$ cat config.mk
export PLATFORM = sky130hd
export DESIGN_NAME = mips
export DESIGN_NICKNAME = d
export VERILOG_FILES = /design/src/mips_pkg.sv /design/src/mips.sv /design/src/mips_execute.sv /design/src/mips_hazard.sv /design/src/mips_regfile.sv /design/src/mips_decoder.sv
export SDC_FILE = /design/constraint.sdc
export NUM_CORES = 2
export LEC_CHECK = 0
export ABC_CLOCK_PERIOD_IN_PS = 6270
export BUFFER_PORTS_ARGS = -buffer_cell sky130_fd_sc_hd__buf_2
export CORE_MARGIN = 2
export CORE_UTILIZATION = 56
export DETAILED_ROUTE_END_ITERATION = 8
export PLACE_DENSITY = 0.78
export SLEW_MARGIN = 20
export SYNTH_ARGS = -nofsm -noshare
export SYNTH_HDL_FRONTEND = slang
export SYNTH_SLANG_ARGS = --single-unit
$ cat constraint.sdc
create_clock -name clk -period 6.27 [get_ports clk]
set_clock_uncertainty 0.15 [all_clocks]
set_input_delay 0.3135 -clock clk [delete_from_list [all_inputs] [get_ports clk]]
set_output_delay 0.3135 -clock clk [all_outputs]
set_load 0.02 [all_outputs]
$ cat src/mips_pkg.sv
`default_nettype none

package mips_pkg;

  localparam int data_w     = 32;
  localparam int reg_addr_w = 5;

  // forwarding selects
  localparam logic [1:0] fwd_none = 2'b00;
  localparam logic [1:0] fwd_mem  = 2'b01;
  localparam logic [1:0] fwd_wb   = 2'b10;

  // --------------------------------------------------------------------------
  // instruction fields and ALU encodings
  // --------------------------------------------------------------------------
  typedef enum logic [5:0] {
    op_rtype = 6'b000000,
    op_j     = 6'b000010,
    op_beq   = 6'b000100,
    op_bne   = 6'b000101,
    op_addi  = 6'b001000,
    op_addiu = 6'b001001,
    op_slti  = 6'b001010,
    op_ori   = 6'b001101,
    op_lui   = 6'b001111,
    op_lw    = 6'b100011,
    op_sw    = 6'b101011
  } op_e;

  typedef enum logic [5:0] {
    fn_add  = 6'b100000,
    fn_addu = 6'b100001,
    fn_sub  = 6'b100010,
    fn_subu = 6'b100011,
    fn_and  = 6'b100100,
    fn_or   = 6'b100101,
    fn_slt  = 6'b101010
  } funct_e;

  typedef enum logic [2:0] {
    alu_and = 3'b000,
    alu_or  = 3'b001,
    alu_add = 3'b010,
    alu_sub = 3'b110,
    alu_slt = 3'b111
  } alu_op_e;

  // five classes need three bits
  typedef enum logic [2:0] {
    mode_add   = 3'd0,
    mode_sub   = 3'd1,
    mode_or    = 3'd2,
    mode_slt   = 3'd3,
    mode_funct = 3'd4
  } alu_mode_e;

  // --------------------------------------------------------------------------
  // control word and pipeline registers
  // --------------------------------------------------------------------------
  typedef struct packed {
    logic      reg_write;
    logic      mem_to_reg;
    logic      mem_write;
    logic      alu_src;
    logic      reg_dst;
    logic      branch_eq;
    logic      branch_ne;
    logic      jump;
    logic      sign_ext;
    logic      shift16;
    alu_mode_e alu_mode;
  } ctrl_t;

  typedef struct packed {
    logic                  reg_write;
    logic                  mem_to_reg;
    logic                  mem_write;
    logic                  alu_src;
    logic                  reg_dst;
    logic                  branch_eq;
    logic                  branch_ne;
    alu_mode_e             alu_mode;
    logic [data_w-1:0]     pc_plus4;
    logic [data_w-1:0]     rs_val;
    logic [data_w-1:0]     rt_val;
    logic [data_w-1:0]     imm;
    logic [reg_addr_w-1:0] rs;
    logic [reg_addr_w-1:0] rt;
    logic [reg_addr_w-1:0] rd;
    funct_e                funct;
    logic                  valid;
  } id_ex_t;

  typedef struct packed {
    logic                  reg_write;
    logic                  mem_to_reg;
    logic                  mem_write;
    logic [data_w-1:0]     alu_result;
    logic [data_w-1:0]     store_data;
    logic [reg_addr_w-1:0] dest;
  } ex_mem_t;

  typedef struct packed {
    logic                  reg_write;
    logic                  mem_to_reg;
    logic [data_w-1:0]     alu_result;
    logic [data_w-1:0]     load_data;
    logic [reg_addr_w-1:0] dest;
  } mem_wb_t;

endpackage

`default_nettype wire
$ cat src/mips.sv
`timescale 1ns/10ps
`default_nettype none

module mips (
  input  logic                        clk,
  input  logic                        rst_n,
  output logic [mips_pkg::data_w-1:0] pc,
  input  logic [mips_pkg::data_w-1:0] instr,
  output logic                        mem_write,
  output logic [mips_pkg::data_w-1:0] mem_addr,
  output logic [mips_pkg::data_w-1:0] mem_wdata,
  input  logic [mips_pkg::data_w-1:0] mem_rdata
);

  logic [mips_pkg::data_w-1:0]     pc_plus4;
  logic [mips_pkg::data_w-1:0]     pc_next;
  logic [mips_pkg::data_w-1:0]     jump_target;
  logic [mips_pkg::data_w-1:0]     fd_instr;
  logic [mips_pkg::data_w-1:0]     fd_pc4;
  logic                            fd_valid;
  mips_pkg::ctrl_t                 dec_ctrl_raw;
  mips_pkg::ctrl_t                 dec_ctrl;
  logic                            bubble;
  logic [mips_pkg::data_w-1:0]     imm_ext;
  logic [mips_pkg::data_w-1:0]     rd1;
  logic [mips_pkg::data_w-1:0]     rd2;
  mips_pkg::id_ex_t                id_ex;
  mips_pkg::id_ex_t                id_ex_d;
  mips_pkg::ex_mem_t               ex_mem;
  mips_pkg::ex_mem_t               ex_mem_d;
  mips_pkg::mem_wb_t               mem_wb;
  mips_pkg::mem_wb_t               mem_wb_d;
  logic [1:0]                      fwd_a;
  logic [1:0]                      fwd_b;
  logic                            stall;
  logic                            flush_decode;
  logic                            branch_taken;
  logic [mips_pkg::data_w-1:0]     branch_target;
  logic [mips_pkg::data_w-1:0]     ex_alu_result;
  logic [mips_pkg::data_w-1:0]     ex_store_data;
  logic [mips_pkg::reg_addr_w-1:0] ex_dest;
  logic [mips_pkg::data_w-1:0]     wb_result;

  // --------------------------------------------------------------------------
  // fetch
  // --------------------------------------------------------------------------
  assign pc_plus4    = pc + 32'd4;
  assign jump_target = {fd_pc4[31:28], fd_instr[25:0], 2'b00};

  always_comb
  begin
    if (branch_taken)
      pc_next = branch_target;
    else if (dec_ctrl.jump)
      pc_next = jump_target;
    else
      pc_next = pc_plus4;
  end

  always_ff @(posedge clk)
    if (!rst_n)
      pc <= '0;
    else if (!stall)
      pc <= pc_next;

  always_ff @(posedge clk)
    if (!rst_n)
      fd_valid <= 1'b0;
    else if (flush_decode || dec_ctrl.jump)
      fd_valid <= 1'b0; // squash the fetched word
    else if (!stall)
      fd_valid <= 1'b1;

  always_ff @(posedge clk)
    if (!stall)
    begin
      fd_instr <= instr;
      fd_pc4   <= pc_plus4;
    end

  // --------------------------------------------------------------------------
  // decode
  // --------------------------------------------------------------------------
  mips_decoder i_decoder (
    .op   (mips_pkg::op_e'(fd_instr[31:26])),
    .ctrl (dec_ctrl_raw)
  );

  assign bubble   = stall || flush_decode || !fd_valid;
  assign dec_ctrl = bubble ? '0 : dec_ctrl_raw;

  always_comb
  begin
    if (dec_ctrl_raw.shift16)
      imm_ext = {fd_instr[15:0], 16'b0}; // lui
    else if (dec_ctrl_raw.sign_ext)
      imm_ext = {{16{fd_instr[15]}}, fd_instr[15:0]};
    else
      imm_ext = {16'b0, fd_instr[15:0]};
  end

  mips_regfile i_regfile (
    .clk (clk),
    .we  (mem_wb.reg_write),
    .ra1 (fd_instr[25:21]),
    .ra2 (fd_instr[20:16]),
    .wa  (mem_wb.dest),
    .wd  (wb_result),
    .rd1 (rd1),
    .rd2 (rd2)
  );

  mips_hazard i_hazard (
    .dec_rs       (fd_instr[25:21]),
    .dec_rt       (fd_instr[20:16]),
    .id_ex        (id_ex),
    .ex_mem       (ex_mem),
    .mem_wb       (mem_wb),
    .branch_taken (branch_taken),
    .fwd_a        (fwd_a),
    .fwd_b        (fwd_b),
    .stall        (stall),
    .flush_decode (flush_decode)
  );

  always_comb
  begin
    id_ex_d.reg_write  = dec_ctrl.reg_write;
    id_ex_d.mem_to_reg = dec_ctrl.mem_to_reg;
    id_ex_d.mem_write  = dec_ctrl.mem_write;
    id_ex_d.alu_src    = dec_ctrl.alu_src;
    id_ex_d.reg_dst    = dec_ctrl.reg_dst;
    id_ex_d.branch_eq  = dec_ctrl.branch_eq;
    id_ex_d.branch_ne  = dec_ctrl.branch_ne;
    id_ex_d.alu_mode   = dec_ctrl.alu_mode;
    id_ex_d.pc_plus4   = fd_pc4;
    id_ex_d.rs_val     = rd1;
    id_ex_d.rt_val     = rd2;
    id_ex_d.imm        = imm_ext;
    id_ex_d.rs         = fd_instr[25:21];
    id_ex_d.rt         = fd_instr[20:16];
    id_ex_d.rd         = fd_instr[15:11];
    id_ex_d.funct      = mips_pkg::funct_e'(fd_instr[5:0]);
    id_ex_d.valid      = !bubble;
  end

  // --------------------------------------------------------------------------
  // execute, memory, writeback
  // --------------------------------------------------------------------------
  mips_execute i_execute (
    .id_ex         (id_ex),
    .mem_result    (ex_mem.alu_result),
    .wb_result     (wb_result),
    .fwd_a         (fwd_a),
    .fwd_b         (fwd_b),
    .alu_result    (ex_alu_result),
    .store_data    (ex_store_data),
    .dest          (ex_dest),
    .branch_taken  (branch_taken),
    .branch_target (branch_target)
  );

  assign ex_mem_d = '{reg_write:  id_ex.reg_write,
                      mem_to_reg: id_ex.mem_to_reg,
                      mem_write:  id_ex.mem_write,
                      alu_result: ex_alu_result,
                      store_data: ex_store_data,
                      dest:       ex_dest};

  assign mem_wb_d = '{reg_write:  ex_mem.reg_write,
                      mem_to_reg: ex_mem.mem_to_reg,
                      alu_result: ex_mem.alu_result,
                      load_data:  mem_rdata,
                      dest:       ex_mem.dest};

  always_ff @(posedge clk)
    if (!rst_n)
    begin
      id_ex  <= '0;
      ex_mem <= '0;
      mem_wb <= '0;
    end
    else
    begin
      id_ex  <= id_ex_d;
      ex_mem <= ex_mem_d;
      mem_wb <= mem_wb_d;
    end

  assign mem_write = ex_mem.mem_write;
  assign mem_addr  = ex_mem.alu_result;
  assign mem_wdata = ex_mem.store_data;

  assign wb_result = mem_wb.mem_to_reg ? mem_wb.load_data : mem_wb.alu_result;

endmodule

`default_nettype wire

$ cat src/mips_execute.sv
`timescale 1ns/10ps
`default_nettype none

module mips_execute (
  input  mips_pkg::id_ex_t                id_ex,
  input  logic [mips_pkg::data_w-1:0]     mem_result,
  input  logic [mips_pkg::data_w-1:0]     wb_result,
  input  logic [1:0]                      fwd_a,
  input  logic [1:0]                      fwd_b,
  output logic [mips_pkg::data_w-1:0]     alu_result,
  output logic [mips_pkg::data_w-1:0]     store_data,
  output logic [mips_pkg::reg_addr_w-1:0] dest,
  output logic                            branch_taken,
  output logic [mips_pkg::data_w-1:0]     branch_target
);

  mips_pkg::alu_op_e           alu_op;
  logic [mips_pkg::data_w-1:0] src_a;
  logic [mips_pkg::data_w-1:0] src_b_reg;
  logic [mips_pkg::data_w-1:0] src_b;
  logic                        equal;

  function automatic logic [mips_pkg::data_w-1:0] fwd_mux(
    input logic [1:0]                  sel,
    input logic [mips_pkg::data_w-1:0] reg_val,
    input logic [mips_pkg::data_w-1:0] mem_val,
    input logic [mips_pkg::data_w-1:0] wb_val
  );
    case (sel)
      mips_pkg::fwd_mem: fwd_mux = mem_val;
      mips_pkg::fwd_wb:  fwd_mux = wb_val;
      default:           fwd_mux = reg_val;
    endcase
  endfunction

  // ------------------------------------------------------------------------
  // ALU decode
  // ------------------------------------------------------------------------
  always_comb
  begin
    case (id_ex.alu_mode)
      mips_pkg::mode_add: alu_op = mips_pkg::alu_add;
      mips_pkg::mode_sub: alu_op = mips_pkg::alu_sub;
      mips_pkg::mode_or:  alu_op = mips_pkg::alu_or;
      mips_pkg::mode_slt: alu_op = mips_pkg::alu_slt;
      default:
        case (id_ex.funct)
          mips_pkg::fn_add, mips_pkg::fn_addu: alu_op = mips_pkg::alu_add;
          mips_pkg::fn_sub, mips_pkg::fn_subu: alu_op = mips_pkg::alu_sub;
          mips_pkg::fn_and:                    alu_op = mips_pkg::alu_and;
          mips_pkg::fn_or:                     alu_op = mips_pkg::alu_or;
          mips_pkg::fn_slt:                    alu_op = mips_pkg::alu_slt;
          default:                             alu_op = mips_pkg::alu_add;
        endcase
    endcase
  end

  // ------------------------------------------------------------------------
  // operands and ALU
  // ------------------------------------------------------------------------
  assign src_a     = fwd_mux(fwd_a, id_ex.rs_val, mem_result, wb_result);
  assign src_b_reg = fwd_mux(fwd_b, id_ex.rt_val, mem_result, wb_result);
  assign src_b     = id_ex.alu_src ? id_ex.imm : src_b_reg;
  assign store_data = src_b_reg; // forwarded sw data

  always_comb
  begin
    case (alu_op)
      mips_pkg::alu_add: alu_result = src_a + src_b;
      mips_pkg::alu_sub: alu_result = src_a - src_b;
      mips_pkg::alu_and: alu_result = src_a & src_b;
      mips_pkg::alu_or:  alu_result = src_a | src_b;
      mips_pkg::alu_slt:
        alu_result = {{(mips_pkg::data_w-1){1'b0}}, $signed(src_a) < $signed(src_b)};
      default:           alu_result = '0;
    endcase
  end

  // branch compare uses the forwarded register values and never the immediate
  assign equal        = (src_a == src_b_reg);
  assign branch_taken = id_ex.valid &&
                        ((id_ex.branch_eq && equal) || (id_ex.branch_ne && !equal));
  assign branch_target = id_ex.pc_plus4 + {id_ex.imm[mips_pkg::data_w-3:0], 2'b00};

  assign dest = id_ex.reg_dst ? id_ex.rd : id_ex.rt;

endmodule

`default_nettype wire

$ cat src/mips_hazard.sv
`timescale 1ns/10ps
`default_nettype none

module mips_hazard (
  input  logic [mips_pkg::reg_addr_w-1:0] dec_rs,
  input  logic [mips_pkg::reg_addr_w-1:0] dec_rt,
  input  mips_pkg::id_ex_t                id_ex,
  input  mips_pkg::ex_mem_t               ex_mem,
  input  mips_pkg::mem_wb_t               mem_wb,
  input  logic                            branch_taken,
  output logic [1:0]                      fwd_a,
  output logic [1:0]                      fwd_b,
  output logic                            stall,
  output logic                            flush_decode
);

  logic load_in_ex;

  // the younger memory stage wins over writeback
  function automatic logic [1:0] fwd_sel(
    input logic [mips_pkg::reg_addr_w-1:0] src,
    input mips_pkg::ex_mem_t               em,
    input mips_pkg::mem_wb_t               mw
  );
    if (src != '0 && em.reg_write && em.dest == src)
      fwd_sel = mips_pkg::fwd_mem;
    else if (src != '0 && mw.reg_write && mw.dest == src)
      fwd_sel = mips_pkg::fwd_wb;
    else
      fwd_sel = mips_pkg::fwd_none;
  endfunction

  assign fwd_a = fwd_sel(id_ex.rs, ex_mem, mem_wb);
  assign fwd_b = fwd_sel(id_ex.rt, ex_mem, mem_wb);

  // ------------------------------------------------------------------------
  // load-use and squash
  // ------------------------------------------------------------------------
  assign load_in_ex = id_ex.mem_to_reg && id_ex.reg_write && id_ex.rt != '0; // lw dest is rt
  assign stall      = load_in_ex && (id_ex.rt == dec_rs || id_ex.rt == dec_rt);

  assign flush_decode = branch_taken;

endmodule

`default_nettype wire

$ cat src/mips_regfile.sv
`timescale 1ns/10ps
`default_nettype none

module mips_regfile (
  input  logic                            clk,
  input  logic                            we,
  input  logic [mips_pkg::reg_addr_w-1:0] ra1,
  input  logic [mips_pkg::reg_addr_w-1:0] ra2,
  input  logic [mips_pkg::reg_addr_w-1:0] wa,
  input  logic [mips_pkg::data_w-1:0]     wd,
  output logic [mips_pkg::data_w-1:0]     rd1,
  output logic [mips_pkg::data_w-1:0]     rd2
);

  logic [mips_pkg::data_w-1:0] regs [32];

  // r0 reads zero and a same-cycle write passes straight through
  function automatic logic [mips_pkg::data_w-1:0] read_port(
    input logic [mips_pkg::reg_addr_w-1:0] ra
  );
    if (ra == '0)
      read_port = '0;
    else if (we && wa == ra)
      read_port = wd;
    else
      read_port = regs[ra];
  endfunction

  always_ff @(posedge clk)
    if (we && wa != '0)
      regs[wa] <= wd;

  assign rd1 = read_port(ra1);
  assign rd2 = read_port(ra2);

endmodule

`default_nettype wire

$ cat src/mips_decoder.sv
`timescale 1ns/10ps
`default_nettype none

module mips_decoder (
  input  mips_pkg::op_e   op,
  output mips_pkg::ctrl_t ctrl
);

  always_comb
  begin
    ctrl = '0; // unknown opcode is a no-op
    case (op)
      mips_pkg::op_rtype:
      begin
        ctrl.reg_write = 1'b1;
        ctrl.reg_dst   = 1'b1;
        ctrl.alu_mode  = mips_pkg::mode_funct;
      end
      mips_pkg::op_lw:
      begin
        ctrl.reg_write  = 1'b1;
        ctrl.mem_to_reg = 1'b1;
        ctrl.alu_src    = 1'b1;
        ctrl.sign_ext   = 1'b1;
      end
      mips_pkg::op_sw:
      begin
        ctrl.mem_write = 1'b1;
        ctrl.alu_src   = 1'b1;
        ctrl.sign_ext  = 1'b1;
      end
      mips_pkg::op_beq:
      begin
        ctrl.branch_eq = 1'b1;
        ctrl.sign_ext  = 1'b1;
        ctrl.alu_mode  = mips_pkg::mode_sub;
      end
      mips_pkg::op_bne:
      begin
        ctrl.branch_ne = 1'b1;
        ctrl.sign_ext  = 1'b1;
        ctrl.alu_mode  = mips_pkg::mode_sub;
      end
      mips_pkg::op_addi, mips_pkg::op_addiu:
      begin
        ctrl.reg_write = 1'b1;
        ctrl.alu_src   = 1'b1;
        ctrl.sign_ext  = 1'b1;
      end
      mips_pkg::op_slti:
      begin
        ctrl.reg_write = 1'b1;
        ctrl.alu_src   = 1'b1;
        ctrl.sign_ext  = 1'b1;
        ctrl.alu_mode  = mips_pkg::mode_slt;
      end
      mips_pkg::op_ori:
      begin
        ctrl.reg_write = 1'b1;
        ctrl.alu_src   = 1'b1; // zero extended
        ctrl.alu_mode  = mips_pkg::mode_or;
      end
      mips_pkg::op_lui:
      begin
        ctrl.reg_write = 1'b1;
        ctrl.alu_src   = 1'b1;
        ctrl.shift16   = 1'b1; // add on r0 gives imm << 16
      end
      mips_pkg::op_j:      ctrl.jump = 1'b1;
      default:             ctrl = '0;
    endcase
  end

endmodule

`default_nettype wire

## Word-level counts from Yosys, hierarchy flattened

Memories as Yosys holds them, arrays and structs flattened. A register that Yosys moved wholly into a read port is not among the register bits.
Index checks and enable logic that the tools add are counted.

| word-level totals | value |
|---|---|
| bits in registers | 336 |
| memory bits (writable) | 1,024 |
| word-level logic and storage cells | 144 |
| memories | 1 |

Memories:

| memory | words | bits a word | rd ports | clocked after Yosys merged registers in | write ports | RTL line | text |
|---|---|---|---|---|---|---|---|
| i_regfile.regs | 32 | 32 | 2 | 2 | 1 | mips_regfile.sv:15 | `logic [mips_pkg::data_w-1:0] regs [32];` |

| cells by class | value |
|---|---|
| add/sub/neg operators | 4 |
| magnitude comparators | 1 |
| eq/ne operators | 33 |
| mux-type cells | 30 |
| bitwise logic cells | 3 |
| reduce and logical (&&, ||, !) cells | 41 |

Operators with widths:

| operator | number |
|---|---|
| 32-bit two-way mux | 6 |
| 32-bit case mux with 5 select lines | 1 |
| 32-bit case mux with 2 select lines | 2 |
| 32-bit adder | 2 |
| 6-bit equality test, second input constant | 7 |
| 3-bit case mux with 4 select lines | 3 |
| 32-bit by 3-bit adder with 32-bit output, second input constant | 1 |
| 32-bit AND | 1 |
| 32-bit equality test | 1 |
| 32-bit less-than comparator | 1 |
| 32-bit OR | 1 |
| 32-bit subtractor | 1 |
| 5-bit equality test | 6 |
| 6-bit by 4-bit equality test with 1-bit output, second input constant | 5 |
| 7-bit OR reduction | 3 |
| 1-bit logical AND | 15 |
| 5-bit nonzero test | 3 |
| 2-bit OR reduction | 7 |
| 6-bit by 3-bit equality test with 1-bit output, second input constant | 2 |
| 1-bit two-way mux | 12 |
| 5-bit zero test | 2 |
| 3-bit by 2-bit equality test with 1-bit output, second input constant | 3 |
| 2-bit two-way mux | 4 |
| 3-bit by 1-bit equality test with 1-bit output, second input constant | 2 |
| 11 further kinds | 21 |

## Depth between registers and ports, before layout

| depth | value |
|---|---|
| word-level depth | 17 |
| gate-level depth with buffers | 26 |
| depth with buffers taken out | 21 |

## Hierarchy

From an unflattened synthesis, not the netlist that was laid out.

| unflattened totals | value |
|---|---|
| cell total of the unflattened synthesis | 5,067 |
| area total of the unflattened synthesis | 70,376.2 µm² |

By module, submodules not included:

| module | instances | cells an instance | area each (µm²) | seq. area each (µm²) |
|---|---|---|---|---|
| mips_regfile | 1 | 2,520 | 47,869.7 | 30,749.5 |
| mips | 1 | 1,169 | 13,506.7 | 8,648.3 |
| mips_execute | 1 | 1,283 | 8,310.5 | 0.0 |
| mips_hazard | 1 | 56 | 435.4 | 0.0 |
| mips_decoder | 1 | 39 | 254.0 | 0.0 |

## Least setup slack after synthesis

Ideal clock, no wire load.

| path | value |
|---|---|
| path kind | reg-to-reg |
| start point | reg id_ex[12] (netlist name) |
| end point | reg mem_addr[0] (netlist name) |
| library setup time | 0.106 ns |
| arrival time | 5.366 ns |
| required time | 6.014 ns |
| path slack | 0.648 ns |
| cell stages (with the launch flop) | 26 |
| path buffers | 5 |
| period minus slack after synthesis | 5.622 ns |
| path through | dfxtp_1 > buf_4 > xnor2_1 > nand4_1 > nor3_1 > buf_2 > buf_1 > clkbuf_1 > clkbuf_1 > nand2_1 > o21ai_0 > nor2_1 > a21oi_1 > fa_1 > o21bai_1 > a21oi_1 > o21bai_1 > a21oi_1 > o21bai_1 > a211oi_1 > o21ai_0 > a2111oi_0 > nor4_1 > a221oi_1 > nor2_1 > o311ai_0 |

| on the way | value |
|---|---|
| cells in the longest elaborated chain, start to end | 10 |
| elaborated cells between the ends (all ways) | 19 |
| classes of those cells | 2 x add/sub; 1 x order compare; 4 x eq/ne; 5 x mux; 2 x bitwise; 5 x reduce/logical |

Ends and longest elaborated chain:

| item | RTL line | text |
|---|---|---|
| 5-bit nonzero test | mips_hazard.sv:25, mips_hazard.sv:27 |  |
| 1-bit logical AND (2 in series) | mips_hazard.sv:27 | `else if (src != '0 && mw.reg_write && mw.dest == src)` |
| 2-bit two-way mux | mips_hazard.sv:27 |  |
| 2-bit two-way mux * | mips_hazard.sv:25 | `if (src != '0 && em.reg_write && em.dest == src)` |
| 2-bit equality test / 2-bit by 1-bit equality test with 1-bit output (equally long branches) | mips_execute.sv:29 | `case (sel)` |
| 32-bit case mux with 2 select lines * | mips_execute.sv:29 |  |
| 32-bit two-way mux * | mips_execute.sv:63 | `assign src_b = id_ex.alu_src ? id_ex.imm : src_b_reg;` |
| 32-bit subtractor, or another cell as far along | mips_execute.sv:70 | `mips_pkg::alu_sub: alu_result = src_a - src_b;` |
| 32-bit case mux with 5 select lines * | mips_execute.sv:68 | `case (alu_op)` |

Mark *: on every way between the ends. The rest lies on a longest branch, timed or not.
A chain may end at the register's enable or synchronous reset.

## Worst setup path in the final report

| path | value |
|---|---|
| start point | reg mem_wb[69] (netlist name) |
| end point | reg mem_addr[31] (netlist name) |

| on the way | value |
|---|---|
| cells in the longest elaborated chain, start to end | 5 |
| elaborated cells between the ends (all ways) | 9 |
| classes of those cells | 2 x add/sub; 5 x mux; 2 x bitwise |

Ends and longest elaborated chain:

| item | RTL line | text |
|---|---|---|
| 32-bit two-way mux * | mips.sv:194 | `assign wb_result = mem_wb.mem_to_reg ? mem_wb.load_data : mem_wb.alu_result;` |
| net i_execute.wb_result (one bit) | mips_execute.sv:7 | `input logic [mips_pkg::data_w-1:0] wb_result,` |
| 32-bit case mux with 2 select lines | mips_execute.sv:29 |  |
| 32-bit two-way mux | mips_execute.sv:63 |  |
| 32-bit subtractor / 32-bit adder (equally long branches) | mips_execute.sv:70, mips_execute.sv:69 |  |
| 32-bit case mux with 5 select lines * | mips_execute.sv:68 |  |

Mark *: on every way through the listed nets, which the timed path passes. The rest lies on a longest branch.

==> out/metrics.cfg <==
[run_status]
outcome=finished, final reports clean

[clocking]
clkLatencyLatePin_ps=810
cts.sink_count=1423
clock_buffers_created_by_tritoncts=147
htreeDepth=4
cts-root-buf=sky130_fd_sc_hd__clkbuf_16
tritoncts_clock_tree=done
clk_pin_slew_worst_paths_ps=70
clk_path_buf_depth=3

[logic_synthesis]
synth_seq_cells=1423
mappedNetlistArea_sq_um=71300
synth_seq_area_share=0.552
number_of_distinct_library_cells_after_synthesis=87
synth_enable_flop_cells=1088
postSynthCellCount=5361
yosysWarnings=0
async_flop_share=0
synth_ff_type=sky130_fd_sc_hd__edfxtp_1
postSynthAreaPerCell_sq_um=13.3

[placement]
dp_hpwl_mm=138
routabilityCongestion=0.990
place_ws_ps=410
io_buffer_count=162

[floorplanning]
design.die.area_sq_um=130000
num_io_pins=163
core_region_area_sq_um=126000
die_w_um=361
initial_utilization=0.566
die_height_um=361
placement_rows=130

[sta]
min_hold_slack_ps=76.4
fin_ws_ps=472
finalCritPeriodShare=0.925
worst_slew_margin_rel=0.182
timing.final.setup_violations=0
rsz_0062_raised_after_global_routing=false
worst_pin_slew_ps=1220
timing.fmax_mhz=172
slew_viol_final=0
timing.final.hold_violations=0
finalWorstPathRequiredPeriod_ps=5800
setup-tns-final_ps=0

[power_and_ir_drop]
peakVddDrop_mv=0.213
p_leak_uw=0.0284
power-per-cell-area_nw_per_um2=275

[detailed_routing]
route.detailed.wl_per_inst_um=31.1
drc=0
initialDrtViolationCount=7103
wirelength_mm=225
final_antenna_net_count=0
drtPass1Iterations=9
drt-vias-per-instance=6.93
vias=50105

[global_routing]
first_pass_grt_wire_length_mm=327
first_global_vias=49360
pin_count_of_the_biggest_net_entering_global_routing=122
gr-total-overflow=0
groute.usage.overall=0.343
grt_antenna_before_repair=2

[setup_path]
arrival_ps=6340
worst_ep_required_time_ps=6820
crit-reg2reg-capture=mem_addr[31]
critical_path_peak_fanout=36
setup.reg_to_reg.worst_slack_ps=470
critPathKind=register to register
worst_r2r_startpoint=mem_wb[69]
timing.reg2reg.worst_path_depth=18
crit_path_start=mem_wb[69]
cp-endpoint=mem_addr[31]
worst_setup_path_end_kind=register
start_kind=register

[final_layout]
area.growth.synth_to_final_pct=11.4
postLayoutCoreUtil=0.631
num-nets-final=5661
final_layout_size_suffix_gt1_frac=0.205

[hold_path]
timing.hold.worst.start=instr[27]
holdCritPathClass=input port to register

[flow_run]
timing.max_cap.violations=0

[routing by layer]
layer / track usage / wire [um]
met4: 0.206 / 15200
met2: 0.524 / 102000
met1: 0.431 / 78600
met3: 0.104 / 29500
met5: 0 / 11
[sequential cells by signal, indices dropped and copies added (netlist names)]
register	flops
fd_pc4	32
i_regfile.regs	1024
mem_addr	32
pc	32
ex_mem	7
fd_instr	32
mem_wdata	32
ex_mem_d	3
mem_wb	71
id_ex	156
mem_write	1
fd_valid	1
[worst max-delay path, cell delays in order (launching register included)]
cell and delay [ps]:
sky130_fd_sc_hd__dfxtp_2 520, sky130_fd_sc_hd__buf_12 240, sky130_fd_sc_hd__mux2_2 650, sky130_fd_sc_hd__mux2i_1 520, sky130_fd_sc_hd__o21ai_0 270, sky130_fd_sc_hd__mux2_2 340, sky130_fd_sc_hd__ha_1 410, sky130_fd_sc_hd__nor2b_1 140
sky130_fd_sc_hd__o21ai_0 80, sky130_fd_sc_hd__a21o_1 210, sky130_fd_sc_hd__a31o_2 250, sky130_fd_sc_hd__o31ai_1 90, sky130_fd_sc_hd__o21ai_0 270, sky130_fd_sc_hd__o31ai_1 400, sky130_fd_sc_hd__a21oi_1 240, sky130_fd_sc_hd__o31a_1 310
sky130_fd_sc_hd__o21ai_0 160, sky130_fd_sc_hd__o21ai_0 110, sky130_fd_sc_hd__o311a_1 290
[cell families (layout without fill, tap and decap cells)]
group / count (synthesis) / after routing / share of synthesized area
buffers and inverters: 570 / 761 / 0.0346
DFF: 1423 / 1423 / 0.552
AOI/OAI and AO/OA: 1228 / 1228 / 0.117
xor gates and xnor gates: 109 / 109 / 0.0134
other: 1 / 33 / 0.0000526
and+or+nand+nor: 1027 / 1027 / 0.0709
muxes: 869 / 869 / 0.187
adders and majority gates: 134 / 134 / 0.0238
[stage by stage]
| stage | cell area, sq um | power [uW] | cells |
|---|---|---|---|
| finish | 79400 | 21900 | 7234 |
| global route | 79400 | 22400 | 7233 |
| CTS | 79300 | 21800 | 7231 |
| detailed placement | 73900 | 13200 | 6895 |
| global placement | 73800 | 13200 | 6890 |
| floorplan | 71400 | 12400 | 5392 |
[power breakdown]
part	switching, uW	internal (uW)
Sequential	199	10400
Combinational	1620	972
Clock	3820	4880
Total	5640	16200
[Yosys cell counts (9+ instances only)]
| cell | count | share of area |
|---|---|---|
| sky130_fd_sc_hd__o221ai_1 | 30 | 0.0037 |
| sky130_fd_sc_hd__or2_1 | 22 | 0.0019 |
| sky130_fd_sc_hd__o211ai_1 | 137 | 0.014 |
| sky130_fd_sc_hd__and3_1 | 24 | 0.0021 |
| sky130_fd_sc_hd__a221o_1 | 22 | 0.0031 |
| sky130_fd_sc_hd__o221a_2 | 16 | 0.0025 |
| sky130_fd_sc_hd__nor2_1 | 315 | 0.017 |
| sky130_fd_sc_hd__xor2_1 | 37 | 0.0045 |
| sky130_fd_sc_hd__nand3_1 | 44 | 0.0031 |
| sky130_fd_sc_hd__o22ai_1 | 47 | 0.0041 |
| sky130_fd_sc_hd__a22oi_1 | 69 | 0.0073 |
| sky130_fd_sc_hd__nand2b_1 | 28 | 0.0025 |
| sky130_fd_sc_hd__mux2i_1 | 347 | 0.049 |
| sky130_fd_sc_hd__buf_4 | 72 | 0.0076 |
| sky130_fd_sc_hd__o21bai_1 | 20 | 0.0021 |
| sky130_fd_sc_hd__and2_1 | 149 | 0.013 |
| sky130_fd_sc_hd__or4_1 | 9 | 0.00095 |
| sky130_fd_sc_hd__mux2_2 | 165 | 0.026 |
| sky130_fd_sc_hd__o21a_1 | 9 | 0.00095 |
| sky130_fd_sc_hd__nand4_1 | 21 | 0.0018 |
| sky130_fd_sc_hd__nor4_1 | 15 | 0.0013 |
| sky130_fd_sc_hd__dfxtp_1 | 335 | 0.094 |
| sky130_fd_sc_hd__o31ai_1 | 16 | 0.0017 |
| sky130_fd_sc_hd__edfxtp_1 | 1088 | 0.46 |
| sky130_fd_sc_hd__clkbuf_1 | 281 | 0.015 |
| sky130_fd_sc_hd__or2_2 | 11 | 0.00097 |
| sky130_fd_sc_hd__ha_1 | 131 | 0.023 |
| sky130_fd_sc_hd__nand3b_1 | 25 | 0.0026 |
| sky130_fd_sc_hd__a211oi_1 | 84 | 0.0088 |
| sky130_fd_sc_hd__o31a_1 | 9 | 0.0011 |
| sky130_fd_sc_hd__a21oi_1 | 248 | 0.017 |
| sky130_fd_sc_hd__o21ai_0 | 248 | 0.017 |
| sky130_fd_sc_hd__a221oi_1 | 117 | 0.014 |
| sky130_fd_sc_hd__a2111oi_0 | 9 | 0.0011 |
| sky130_fd_sc_hd__buf_2 | 25 | 0.0018 |
| sky130_fd_sc_hd__buf_1 | 74 | 0.0039 |
| sky130_fd_sc_hd__a31oi_1 | 25 | 0.0022 |
| sky130_fd_sc_hd__inv_1 | 113 | 0.0060 |
| sky130_fd_sc_hd__nand2_1 | 226 | 0.012 |
| sky130_fd_sc_hd__mux4_2 | 356 | 0.11 |
| sky130_fd_sc_hd__nor3_1 | 55 | 0.0039 |
| sky130_fd_sc_hd__or3_1 | 43 | 0.0038 |
| sky130_fd_sc_hd__a21o_1 | 52 | 0.0055 |
| sky130_fd_sc_hd__xnor2_1 | 72 | 0.0088 |
| sky130_fd_sc_hd__nor2b_1 | 16 | 0.0014 |
[how the worst min path moves through the flow]
stage | depth (start not counted) | slack [ps] | end
4_1_cts | 2 | 30 | fd_instr[4]
6_report | 2 | 80 | fd_instr[27]
2_1_floorplan | 1 | 260 | mem_wb[69]
3_3_place_gp | 1 | 270 | mem_wb[69]
5_1_grt | 2 | 60 | fd_instr[27]
3_5_place_dp | 1 | 270 | mem_wb[69]
[layout by cell type, fill, tap and decap left out, types with 161 or more instances in the layout]
| cell | count |
|---|---|
| sky130_fd_sc_hd__o21ai_0 | 247 |
| sky130_fd_sc_hd__mux4_2 | 356 |
| sky130_fd_sc_hd__mux2_2 | 165 |
| sky130_fd_sc_hd__a21oi_1 | 247 |
| sky130_fd_sc_hd__buf_2 | 161 |
| sky130_fd_sc_hd__edfxtp_1 | 1088 |
| sky130_fd_sc_hd__dfxtp_1 | 332 |
| sky130_fd_sc_hd__mux2i_1 | 347 |
| sky130_fd_sc_hd__nor2_1 | 282 |
| sky130_fd_sc_hd__nand2_1 | 225 |
[timing repair]
| action | in CTS | in global routing |
|---|---|---|
| gates resized for setup | 0 | 4 |
| endpoints found under the hold margin | 122 | 0 |
| hold buffers | 65 | 0 |
| setup endpoints to repair | 0 | 5 |
| setup buffers | 0 | 0 |
[cell type report]
class                      instances  area, sq um
timing repair buffer             375         2860
fill                            8998        46500
inverter                         115          432
clock inverter                    83          777
antenna                            1         2.50
sequential                      1423        39400
tap                             1650         2060
clock buffer                     188         3990
multi-input combinational       3399        29900
Power figures use the tool's default switching activity.
